**src/verilog/mshr_pkg.sv**
```systemverilog
package mshr_pkg;

////////////////////////////////////////////////////////////////////////////
// sizes.
////////////////////////////////////////////////////////////////////////////

    localparam int mshr_depth = 8;
    localparam int paddr_w    = 15;
    localparam int line_lsb   = 4;
    localparam int qslot_w    = 8;
    localparam int data_w     = 32;
    localparam int ptr_w      = 3;

    // wake vector bit positions.
    localparam int wake_rd = 0;
    localparam int wake_wr = 1;

////////////////////////////////////////////////////////////////////////////
// request and queue entry.
////////////////////////////////////////////////////////////////////////////

    typedef struct packed {
        logic [paddr_w-1:0] paddr;
        logic [qslot_w-1:0] slots;
        logic               is_write;
    } miss_req_t;

    typedef struct packed {
        logic               valid;
        logic [paddr_w-1:0] paddr;
        logic [qslot_w-1:0] slots;
        logic [1:0]         wake;
    } mshr_entry_t;

    // fill broadcast to the load/store queue.
    typedef struct packed {
        logic [paddr_w-1:0] paddr;
        logic [qslot_w-1:0] slots;
        logic [1:0]         wake;
        logic [data_w-1:0]  data;
        logic               err;
    } wake_t;

////////////////////////////////////////////////////////////////////////////
// apb.
////////////////////////////////////////////////////////////////////////////

    typedef struct packed {
        logic        psel;
        logic        penable;
        logic        pwrite;
        logic [31:0] paddr;
    } apb_req_t;

    typedef struct packed {
        logic [data_w-1:0] prdata;
        logic              pready;
        logic              pslverr;
    } apb_rsp_t;

endpackage

```
**src/verilog/mshr_queue.sv**
```systemverilog
`timescale 1ns/10ps

module mshr_queue (
    input  logic                                             clk,
    input  logic                                             rst,
    input  logic                                             push,
    input  mshr_pkg::mshr_entry_t                            push_entry,
    input  logic                                             pop,
    input  logic [mshr_pkg::mshr_depth-1:0]                  modify_mask,
    input  mshr_pkg::mshr_entry_t [mshr_pkg::mshr_depth-1:0] modify_entries,
    output mshr_pkg::mshr_entry_t [mshr_pkg::mshr_depth-1:0] entries,
    output logic [mshr_pkg::ptr_w-1:0]                       head_idx,
    output logic                                             full,
    output logic                                             empty
);

    logic [mshr_pkg::ptr_w-1:0]      head_ptr;
    logic [mshr_pkg::ptr_w-1:0]      tail_ptr;
    logic [mshr_pkg::ptr_w:0]        count;
    logic [mshr_pkg::mshr_depth-1:0] head_sel;
    logic [mshr_pkg::mshr_depth-1:0] tail_sel;
    logic                            push_ok;
    logic                            pop_ok;

    assign full     = (count == (mshr_pkg::ptr_w + 1)'(mshr_pkg::mshr_depth));
    assign empty    = (count == '0);
    assign head_idx = head_ptr;

    // overflow and underflow are ignored.
    assign push_ok = push && !full;
    assign pop_ok  = pop && !empty;

    always_comb begin
        head_sel = '0;
        tail_sel = '0;
        head_sel[head_ptr] = 1'b1;
        tail_sel[tail_ptr] = 1'b1;
    end

////////////////////////////////////////////////////////////////////////////
// pointers and occupancy.
////////////////////////////////////////////////////////////////////////////

    always_ff @(posedge clk) begin
        if (rst) begin
            head_ptr <= '0;
            tail_ptr <= '0;
            count    <= '0;
        end else begin
            if (push_ok) begin
                tail_ptr <= tail_ptr + 1'b1;
            end
            if (pop_ok) begin
                head_ptr <= head_ptr + 1'b1;
            end
            case ({push_ok, pop_ok})
                2'b10:   count <= count + 1'b1;
                2'b01:   count <= count - 1'b1;
                default: count <= count;
            endcase
        end
    end

////////////////////////////////////////////////////////////////////////////
// entry storage.
////////////////////////////////////////////////////////////////////////////

    // push and pop own their slot; other slots take the merge rewrite.
    for (genvar g = 0; g < mshr_pkg::mshr_depth; g++) begin : g_entry
        always_ff @(posedge clk) begin
            if (rst) begin
                entries[g].valid <= 1'b0;
            end else if (push_ok && tail_sel[g]) begin
                entries[g] <= push_entry;
            end else if (pop_ok && head_sel[g]) begin
                entries[g].valid <= 1'b0;
            end else if (modify_mask[g]) begin
                entries[g] <= modify_entries[g];
            end
        end
    end

endmodule

```
**src/verilog/mshr.sv**
```systemverilog
`timescale 1ns/10ps

module mshr (
    input  logic                         clk,
    input  logic                         rst,
    input  logic                         req_valid,
    input  mshr_pkg::miss_req_t          req,
    output logic                         req_ready,
    output logic                         req_hit,
    input  logic                         done,
    output mshr_pkg::mshr_entry_t        head,
    output logic                         head_valid,
    output logic [mshr_pkg::qslot_w-1:0] merge_slots,
    output logic [1:0]                   merge_wake
);

    mshr_pkg::mshr_entry_t [mshr_pkg::mshr_depth-1:0] entries;
    mshr_pkg::mshr_entry_t [mshr_pkg::mshr_depth-1:0] modify_entries;
    mshr_pkg::mshr_entry_t                            push_entry;
    logic [mshr_pkg::mshr_depth-1:0]                  hit_vec;
    logic [mshr_pkg::mshr_depth-1:0]                  modify_mask;
    logic [mshr_pkg::ptr_w-1:0]                       head_idx;
    logic [1:0]                                       req_wake;
    logic                                             full;
    logic                                             empty;
    logic                                             accept;
    logic                                             take_hit;
    logic                                             take_miss;

    // a write wakes the store side, anything else the load side.
    always_comb begin
        req_wake = '0;
        if (req.is_write) begin
            req_wake[mshr_pkg::wake_wr] = 1'b1;
        end else begin
            req_wake[mshr_pkg::wake_rd] = 1'b1;
        end
    end

////////////////////////////////////////////////////////////////////////////
// line address match.
////////////////////////////////////////////////////////////////////////////

    // at most one entry can match since hits never allocate.
    always_comb begin
        for (int i = 0; i < mshr_pkg::mshr_depth; i++) begin
            hit_vec[i] = entries[i].valid &&
                (entries[i].paddr[mshr_pkg::paddr_w-1:mshr_pkg::line_lsb] ==
                 req.paddr[mshr_pkg::paddr_w-1:mshr_pkg::line_lsb]);
        end
    end

    assign req_hit   = req_valid && (|hit_vec);
    assign req_ready = req_hit || !full;
    assign accept    = req_valid && req_ready;
    assign take_hit  = accept && req_hit;
    assign take_miss = accept && !req_hit;

////////////////////////////////////////////////////////////////////////////
// merge and allocate.
////////////////////////////////////////////////////////////////////////////

    always_comb begin
        for (int i = 0; i < mshr_pkg::mshr_depth; i++) begin
            modify_entries[i]       = entries[i];
            modify_entries[i].slots = entries[i].slots | req.slots;
            modify_entries[i].wake  = entries[i].wake | req_wake;
        end
    end

    assign modify_mask = take_hit ? hit_vec : '0;

    assign push_entry = '{
        valid: 1'b1,
        paddr: req.paddr,
        slots: req.slots,
        wake:  req_wake
    };

    mshr_queue u_queue (
        .clk            (clk),
        .rst            (rst),
        .push           (take_miss),
        .push_entry     (push_entry),
        .pop            (done),
        .modify_mask    (modify_mask),
        .modify_entries (modify_entries),
        .entries        (entries),
        .head_idx       (head_idx),
        .full           (full),
        .empty          (empty)
    );

    assign head       = entries[head_idx];
    assign head_valid = !empty;

    // a merge into the head in the completion cycle would be lost on pop.
    always_comb begin
        merge_slots = '0;
        merge_wake  = '0;
        if (take_hit && hit_vec[head_idx]) begin
            merge_slots = req.slots;
            merge_wake  = req_wake;
        end
    end

endmodule

```
**src/verilog/fill_apb_master.sv**
```systemverilog
`timescale 1ns/10ps

module fill_apb_master (
    input  logic                         clk,
    input  logic                         rst,
    input  mshr_pkg::mshr_entry_t        head,
    input  logic                         head_valid,
    input  logic [mshr_pkg::qslot_w-1:0] merge_slots,
    input  logic [1:0]                   merge_wake,
    output mshr_pkg::apb_req_t           apb_req,
    input  mshr_pkg::apb_rsp_t           apb_rsp,
    output logic                         done,
    output logic                         wake_valid,
    output mshr_pkg::wake_t              wake
);

    typedef enum logic [1:0] {
        st_idle,
        st_setup,
        st_access
    } state_t;

    state_t      state;
    logic [31:0] paddr_q;

    // completion is the access phase with pready.
    assign done = (state == st_access) && apb_rsp.pready;

////////////////////////////////////////////////////////////////////////////
// apb read sequence.
////////////////////////////////////////////////////////////////////////////

    always_ff @(posedge clk) begin
        if (rst) begin
            state      <= st_idle;
            wake_valid <= 1'b0;
        end else begin
            wake_valid <= done;
            case (state)
                st_idle: begin
                    if (head_valid) begin
                        state <= st_setup;
                    end
                end
                st_setup: state <= st_access;
                st_access: begin
                    if (apb_rsp.pready) begin
                        state <= st_idle;
                    end
                end
                default: state <= st_idle;
            endcase
        end
    end

    // line aligned address, held for the whole transfer.
    always_ff @(posedge clk) begin
        if (state == st_idle && head_valid) begin
            paddr_q <= 32'({head.paddr[mshr_pkg::paddr_w-1:mshr_pkg::line_lsb],
                            {mshr_pkg::line_lsb{1'b0}}});
        end
    end

    always_comb begin
        apb_req.psel    = (state != st_idle);
        apb_req.penable = (state == st_access);
        apb_req.pwrite  = 1'b0;
        apb_req.paddr   = paddr_q;
    end

////////////////////////////////////////////////////////////////////////////
// wake broadcast.
////////////////////////////////////////////////////////////////////////////

    always_ff @(posedge clk) begin
        if (done) begin
            wake.paddr <= head.paddr;
            wake.slots <= head.slots | merge_slots;
            wake.wake  <= head.wake | merge_wake;
            wake.data  <= apb_rsp.prdata;
            wake.err   <= apb_rsp.pslverr;
        end
    end

endmodule

```
**src/verilog/miss_handler_top.sv**
```systemverilog
`timescale 1ns/10ps

module miss_handler_top (
    input  logic               clk,
    input  logic               rst,
    input  logic               req_valid,
    input  mshr_pkg::miss_req_t req,
    output logic               req_ready,
    output logic               req_hit,
    output mshr_pkg::apb_req_t apb_req,
    input  mshr_pkg::apb_rsp_t apb_rsp,
    output logic               wake_valid,
    output mshr_pkg::wake_t    wake
);

    mshr_pkg::mshr_entry_t        head;
    logic                         head_valid;
    logic                         done;
    logic [mshr_pkg::qslot_w-1:0] merge_slots;
    logic [1:0]                   merge_wake;

    // miss tracking.
    mshr u_mshr (
        .clk         (clk),
        .rst         (rst),
        .req_valid   (req_valid),
        .req         (req),
        .req_ready   (req_ready),
        .req_hit     (req_hit),
        .done        (done),
        .head        (head),
        .head_valid  (head_valid),
        .merge_slots (merge_slots),
        .merge_wake  (merge_wake)
    );

    // line fill over apb, oldest entry first.
    fill_apb_master u_fill (
        .clk         (clk),
        .rst         (rst),
        .head        (head),
        .head_valid  (head_valid),
        .merge_slots (merge_slots),
        .merge_wake  (merge_wake),
        .apb_req     (apb_req),
        .apb_rsp     (apb_rsp),
        .done        (done),
        .wake_valid  (wake_valid),
        .wake        (wake)
    );

endmodule

```
**config.mk**
```make
export PLATFORM = sky130hd
export DESIGN_NAME = miss_handler_top
export DESIGN_NICKNAME = d
export VERILOG_FILES = /design/src/verilog/mshr_pkg.sv /design/src/verilog/mshr_queue.sv /design/src/verilog/mshr.sv /design/src/verilog/fill_apb_master.sv /design/src/verilog/miss_handler_top.sv
export SDC_FILE = /design/constraint.sdc
export NUM_CORES = 1
export LEC_CHECK = 0
export ABC_CLOCK_PERIOD_IN_PS = 3550
export BUFFER_PORTS_ARGS = -buffer_cell sky130_fd_sc_hd__buf_4
export CELL_PAD_IN_SITES_DETAIL_PLACEMENT = 1
export CELL_PAD_IN_SITES_GLOBAL_PLACEMENT = 1
export CORE_MARGIN = 2
export CORE_UTILIZATION = 43
export CTS_CLUSTER_DIAMETER = 60
export CTS_CLUSTER_SIZE = 14
export DETAILED_ROUTE_END_ITERATION = 8
export PLACE_DENSITY_LB_ADDON = 0.12
export SYNTH_ARGS = -nofsm -noshare
export SYNTH_HDL_FRONTEND = slang
export SYNTH_SLANG_ARGS = --single-unit
```
**constraint.sdc**
```tcl
create_clock -name clk -period 3.55 [get_ports clk]
set_input_delay 1.065 -clock clk [delete_from_list [all_inputs] [get_ports clk]]
set_output_delay 1.065 -clock clk [all_outputs]
set_load 0.1 [all_outputs]
```
==> results of run 1 <==
## placed cells by master, fill, tap and decap left out, types with 9 or more instances in the layout
master     count
nand4_1       41
o22a_1        29
a21o_1        31
a22o_1        10
nand2b_1       9
and2_1        30
xnor2_1       89
o21ai_0       12
a221oi_1      10
a22oi_1       80
inv_1          9
conb_1        22
buf_4        190
edfxtp_1     269
dfxtp_1       20
nor2_1       145
a21oi_1       32
clkbuf_16     32
nand2_1       54
nand3_1       12
## worst max-delay path: stages
cell and delay [ns]:
buf_4 0.17, xnor2_1 0.14, nand4_1 0.16, nor3_4 0.07, nor4_4 0.34, nand2_2 0.14
and2_4 0.19, or2_4 0.23, buf_12 0.17
## logic make-up (layout without fill, tap and decap cells)
| family | after synthesis | in the layout | share of synthesized area [%] |
|---|---|---|---|
| compound gates | 216 | 216 | 11.90 |
| xor+xnor | 94 | 94 | 6.210 |
| fa+ha+maj | 6 | 6 | 0.6229 |
| buf+inv | 104 | 260 | 3.888 |
| flops | 290 | 290 | 64.10 |
| mux | 4 | 4 | 0.3020 |
| other cells | 1 | 22 | 0.02829 |
| simple gates | 350 | 350 | 12.95 |
## power groups by stage
stage          registers, mW  logic, mW  clock network, mW
3_5_place_dp            3.94      0.979                  0
5_1_grt                 3.88       1.04               3.23
3_3_place_gp            3.94      0.964                  0
4_1_cts                 3.87      0.983               3.08
6_report                3.87      0.985               3.03
2_1_floorplan           4.19      0.462                  0
## state kept, by name, summed over array words and instances, names as in the netlist
register	flops
u_mshr.u_queue.entries	208
u_fill.wake	58
u_fill.paddr_q	11
u_mshr.u_queue.count	4
u_mshr.u_queue.head_idx	3
u_mshr.u_queue.tail_ptr	3
u_fill.state	2
u_fill.wake_valid	1
## repair_timing
item / CTS / global route
resized for setup: 7 / 8
gates cloned: 0 / 0
pin swaps: 2 / 8
setup buffers: 0 / 3
endpoints found under the setup margin: 2 / 2
hold endpoints to repair: 0 / 0
## Yosys cell counts (all sizes together), types with 5 or more instances
| library cell | n |
|---|---|
| a21o | 31 |
| a21oi | 32 |
| a221oi | 10 |
| a22o | 10 |
| a22oi | 80 |
| a31o | 8 |
| and2 | 32 |
| and3 | 6 |
| buf | 35 |
| clkbuf | 59 |
| dfxtp | 21 |
| edfxtp | 269 |
| ha | 5 |
| inv | 10 |
| nand2 | 55 |
| nand2b | 9 |
| nand3 | 13 |
| nand3b | 8 |
| nand4 | 42 |
| nor2 | 152 |
| nor3 | 13 |
| o21ai | 12 |
| o22a | 29 |
| or2 | 5 |
| xnor2 | 90 |
## layer usage
layer / wire length [µm] / global-route usage, % / vias up
li1: - / - / 4226
met1: 17980 / 36.12 / 4803
met2: 20710 / 43.86 / 442
met3: 4088 / 5.632 / 63
met4: 855 / 6.309 / 0
met5: 0 / 0 / -
## cell type report
type,instances,area [µm²]
fill,3092,14540
sequential,290,8499
multi-input combinational,692,4443
timing repair buffer,200,1565
clock buffer,36,815.8
tap,396,495.5
clock inverter,14,115.1
inverter,10,37.54
## path summary, 6_finish.rpt
check	slack [ns]	endpoint	cells after the start
min	0.51	u_mshr.u_queue.count[3]$_SDFFE_PP0P_	2
min reg2reg	0.51	u_mshr.u_queue.count[3]$_SDFFE_PP0P_	2
max	-0.20	req_ready	9
max reg2reg	0.37	u_mshr.u_queue.count[3]$_SDFFE_PP0P_	15
## per-stage QoR
stage	hold WS, ns	cell area, µm²	TNS, ns	util [%]	total power [mW]
detailed placement	0.5052	14950	-0.7238	49.00	4.924
finish	0.5085	15970	-0.3152	52.35	7.891
floorplan	0.4366	13480	-3.368	-	4.654
global placement	0.4873	14950	-0.9594	49.00	4.905
global route	0.5328	15970	-0.4228	52.35	8.141
CTS	0.5161	15910	-0.2504	52.16	7.938
==> run metrics, run 1 <==
outcome=finished with violations; failing checks=setup timing; post-synthesis average cell area=12.45 µm²; PortBufs=134; reg2reg start=u_mshr.u_queue.entries[22]$_DFFE_PP_; fraction of layout cells with a size suffix above 1=between 20% and 30%; Highest Clock Rate=approximately 270 MHz; hpwl dp=~28,000 µm; relative slew slack=37.08%; Vias/cell=5.821; CTS Buf Count=30; drt wl/cell=between 20 and 30 µm; largest net degree at the start of global routing=47; CTS tree=done; global-route wire length before repair=between 60,000 and 70,000 µm; Slew Limit Fails=0; fin crit share=105.7%; Crit Path Category=input port to output pin; vias in the first global route=9,818; Synth-to-Final Area Change=20.47%; Arr. time, crit path=about 2.7 ns; total gr overflow=0; Syn Inst Count=roughly 1,100; dpl cells=about 1,600; Seq pwr share=about half; clock slew at reported path FFs=approximately 0.060 ns; CP Max Fanout=9; top cell type's share of synthesized area=about three fifths; root buffer cell=clkbuf_16; Yosys Warn Count=0; Die Y=179.6 µm; 1st-iter DRT viols=882; Final setup viols=2; Net Sw Power=around 2.2 mW; GPL Wtd Cong=0.9251; leak pwr=about 5.5 nW; final antenna-violating net count=0; Critical Path End Type=output pin; Sw Share=27.49%; Int Power=roughly 5.7 mW; fin nets=around 1,300; Mapped Area=roughly 13,000 µm²; # H-tree levels=1; Ports=between 150 and 200; Rows=between 60 and 70; final WL=~44,000 µm; FF+latch count, synth=between 200 and 300; element type at the critical path start=input port; DP Worst Slack=-0.2560 ns; ranking of synthesized cells by area=edfxtp_1 61%, xnor2_1 5.9%, a22oi_1 4.5%, nor2_1 4.3%, dfxtp_1 3.2%; post-synth top area cell=edfxtp_1; Critical Path RT=2.48 ns; Max Clock Skew=~0.012 ns; vias post-DR=9,534; antenna violations before repair=0; MaxCap Viol Count=0; Global Route Usage Sum=roughly a quarter; Hold Path Class=flip-flop to flip-flop; Core ar.=30,510 µm²; die area=about 32,000 µm²; sequential fraction of the synthesis area=between 60 and 70%; worst setup path start=req[13]; CTS Sinks=slightly below 300; RSZ-0062 raised after global routing=yes; hold_sp=u_mshr.u_queue.count[3]$_SDFFE_PP0P_; power density over cell area=~500 nW/µm²; count of final hold-check violations=0; Period minus WS final=around 3.8 ns; worst vdd ir=0.4020 mV; FFs w/ async S/R, synth=0%; initial core utilization=between 40 and 50%; power share of the combinational group=about 13%; drt first pass iters=5; clock share of power=approximately 39%; Post-synth EDFFs=between 200 and 300; n_diodes=0; Post-Layout Cell Count=1,638; post-route setup slack=-0.2013 ns; drt drc=0; Slew @ Worst Pin=approximately 0.94 ns; post-cts hold buffer count=0; clock latency at the later pin of the worst-skew pair=between 0.5 and 0.6 ns; Die X=179.6 µm; Yosys cell types=42; clk buf depth=3; Main synth FF type=edfxtp_1
(Power assumes the default switching activity.)
==> inputs of run 2 (changes only) <==
==> constraint.sdc (replaced) <==
create_clock -name clk -period 3.55 [get_ports clk]
set_input_delay 0.1775 -clock clk [delete_from_list [all_inputs] [get_ports clk]]
set_output_delay 0.1775 -clock clk [all_outputs]
set_load 0.1 [all_outputs]
==> run metrics, run 2 (same netlist as run 1, synthesis figures left out) <==
dpl cells=1,563 (was 1,585); # H-tree levels=1 (unchanged); Die Y=179.6 µm (unchanged); wl on met1=18,520 µm (was 17,980 µm); leak pwr=5.538 nW (was 5.512 nW); post-route setup slack=0.2934 ns (was -0.2013 ns); CTS Buf Count=28 (was 30); GPL Wtd Cong=0.8338 (was 0.9251); fin crit share=91.73% (was 105.7%); Highest Clock Rate=307.1 MHz (was 266.6 MHz); clock slew at reported path FFs=0.07 ns (was 0.06 ns); Ports=157 (unchanged); final WL=42,020 µm (was 43,640 µm); Worst R2R Path Depth=13 (was 15); Core ar.=30,510 µm² (unchanged); R2R Setup Slk=0.29 ns (was 0.37 ns); utilization after layout=52.86% (was 52.35%); worst vdd ir=0.3137 mV (was 0.4020 mV); vias post-DR=9,630 (was 9,534); power share of the combinational group=12.8% (was 12.5%); MaxCap Viol Count=0 (unchanged); RSZ-0062 raised after global routing=no (was yes); clk buf depth=3 (unchanged); outcome=complete, no violations (was finished with violations); Vias/cell=5.787 (was 5.821); Arr. time, crit path=3.73 ns (was 2.69 ns); DR top layer=met4 (unchanged); hpwl dp=26,390 µm (was 28,110 µm); Post-Layout Cell Count=1,664 (was 1,638); Sw Share=26.75% (was 27.49%); fin nets=1,313 (was 1,291); global-route wire length before repair=63,740 µm (was 64,500 µm); largest net degree at the start of global routing=34 (was 47); commonest non-fill, non-tap cell in the layout=edfxtp_1 (unchanged); Die X=179.6 µm (unchanged); drt drc=0 (unchanged); hold_sp=req[17] (was u_mshr.u_queue.count[3]$_SDFFE_PP0P_); DP Worst Slack=0.2586 ns (was -0.2560 ns); reg2reg start=u_mshr.u_queue.entries[23]$_DFFE_PP_ (was u_mshr.u_queue.entries[22]$_DFFE_PP_); worst hold endpoint=u_mshr.u_queue.entries[174]$_DFFE_PP_ (was u_mshr.u_queue.count[3]$_SDFFE_PP0P_); Global Route Usage Sum=25.93% (was 26.59%); 1st-iter DRT viols=771 (was 882); reg2reg end=u_mshr.u_queue.count[3]$_SDFFE_PP0P_ (unchanged); Max Clock Skew=0.01910 ns (was 0.01164 ns); relative slew slack=35.35% (was 37.08%); commonest non-fill, non-tap cells in the layout=269 x edfxtp_1, 175 x buf_4, 151 x nor2_1 (was 269 x edfxtp_1, 190 x buf_4, 145 x nor2_1); post-CTS setup buffers=0 (unchanged); Largest Register=u_mshr.u_queue.entries (unchanged); Int Power=5.839 mW (was 5.722 mW); element type at the critical path start=flip-flop (was input port); fraction of layout cells with a size suffix above 1=19.24% (was 23.43%); antenna violations before repair=0 (unchanged); total gr overflow=0 (unchanged); CTS tree=done (unchanged); vias in the first global route=9,900 (was 9,818); root buffer cell=clkbuf_16 (unchanged); Crit Path Category=flip-flop to flip-flop (was input port to output pin); CP Max Fanout=8 (was 9); count of final hold-check violations=0 (unchanged); drt wl/cell=25.25 µm (was 26.64 µm); max FFs per register=208 (unchanged); Synth-to-Final Area Change=21.64% (was 20.47%); Sum Neg Setup Slack=0 ns (was -0.3152 ns); Seq pwr share=48.5% (was 49.1%); initial core utilization=43.45% (unchanged); Min-Delay Path Depth=2 (unchanged); Slew @ Worst Pin=0.9662 ns (was 0.9404 ns); Final setup viols=0 (was 2); met2 WL=19,660 µm (was 20,710 µm); Slew Limit Fails=0 (unchanged); CTS Sinks=290 (unchanged); Top Registers=u_mshr.u_queue.entries (208), u_fill.wake (58), u_fill.paddr_q (11) (unchanged); drt first pass iters=5 (unchanged); die area=32,250 µm² (unchanged); Power Total=7.971 mW (was 7.891 mW); power density over cell area=494.3 nW/µm² (was 494.1 nW/µm²); Hold Path Class=input port to flip-flop (was flip-flop to flip-flop); PortBufs=134 (unchanged); Net Sw Power=2.132 mW (was 2.169 mW); final antenna-violating net count=0 (unchanged); n_diodes=0 (unchanged); DR WL met3=2983 µm (was 4088 µm); Period minus WS final=3.257 ns (was 3.751 ns); Critical Path End Type=flip-flop (was output pin); Rows=64 (unchanged); clock latency at the later pin of the worst-skew pair=0.56 ns (about the same); Critical Path RT=4.02 ns (was 2.48 ns); clock share of power=38.8% (was 38.5%)
-- run 2: changes by cell type in the layout (fill, tap and decap cells not counted), sizes merged --
cell	previous run	this run
buf	200	175
bufinv	0	2
clkbuf	36	43
clkinv	6	2
clkinvlp	5	1
dlygate4sd3	0	49
inv	13	14
-- run 2: how the worst max path moves through the flow --
stage / startpoint / endpoint / slack (ns) / depth (start not counted)
2_1_floorplan: u_fill.state[1]$_SDFFE_PP0P_ / u_mshr.u_queue.count[3]$_SDFFE_PP0P_ / 0.28 / 11
3_3_place_gp: u_mshr.u_queue.entries[122]$_DFFE_PP_ / u_mshr.u_queue.count[3]$_SDFFE_PP0P_ / 0.31 / 12
3_5_place_dp: u_mshr.u_queue.entries[122]$_DFFE_PP_ / u_mshr.u_queue.count[3]$_SDFFE_PP0P_ / 0.26 / 12
4_1_cts: u_mshr.u_queue.entries[122]$_DFFE_PP_ / u_mshr.u_queue.count[3]$_SDFFE_PP0P_ / 0.22 / 12
5_1_grt: u_mshr.u_queue.entries[23]$_DFFE_PP_ / u_mshr.u_queue.count[3]$_SDFFE_PP0P_ / 0.04 / 13
6_report: u_mshr.u_queue.entries[23]$_DFFE_PP_ / u_mshr.u_queue.count[3]$_SDFFE_PP0P_ / 0.29 / 13
-- run 2: per-layer routing --
layer	vias to the layer above	global-route usage, %
li1	4269	-
met1	4889	36.76
met2	419	41.79
met3	53	4.376
met4	0	6.276
met5	-	0
-- run 2: final cells by class --
cell class / count / area [µm²]
multi-input cells: 692 / 4357
well taps: 396 / 495.5
clock inverters: 9 / 113.9
clock buffers: 43 / 819.5
fillers: 3149 / 14380
repair buffers: 224 / 1804
inverters: 10 / 37.54
flip-flops and latches: 290 / 8499
-- run 2: repair_timing --
item	CTS	global route
endpoints found under the hold margin	91	0
resized for setup	0	1
hold buffers	49	0
setup endpoints to repair	0	1
-- run 2: power by group through the flow --
stage | sequential [mW] | combinational [mW] | clock, mW
after floorplan | 4.19 | 0.450 | 0
after global placement | 3.93 | 0.958 | 0
after detailed placement | 3.94 | 0.969 | 0
after CTS | 3.86 | 1.02 | 3.15
after global routing | 3.87 | 1.07 | 3.27
final | 3.86 | 1.02 | 3.09
-- run 2: metrics by stage --
step | hold WS (ns) | area [µm²]
2_1_floorplan | 0.2764 | 13340
3_5_place_dp | 0.3569 | 14700
5_1_grt | 0.07425 | 16130
4_1_cts | 0.04323 | 16120
6_report | 0.06682 | 16130
3_3_place_gp | 0.3554 | 14700
-- run 2: critical path, stage by stage, from the launching register on --
cell and delay (ns):
edfxtp_1 0.42, xnor2_1 0.16, nand4_1 0.23, nor3_1 0.10, buf_4 0.16, nor4_4 0.48
nand4_4 0.15, ha_1 0.27, ha_1 0.30, a21o_1 0.17, a21oi_1 0.17, xnor2_1 0.09
or3_1 0.31, a21oi_1 0.16
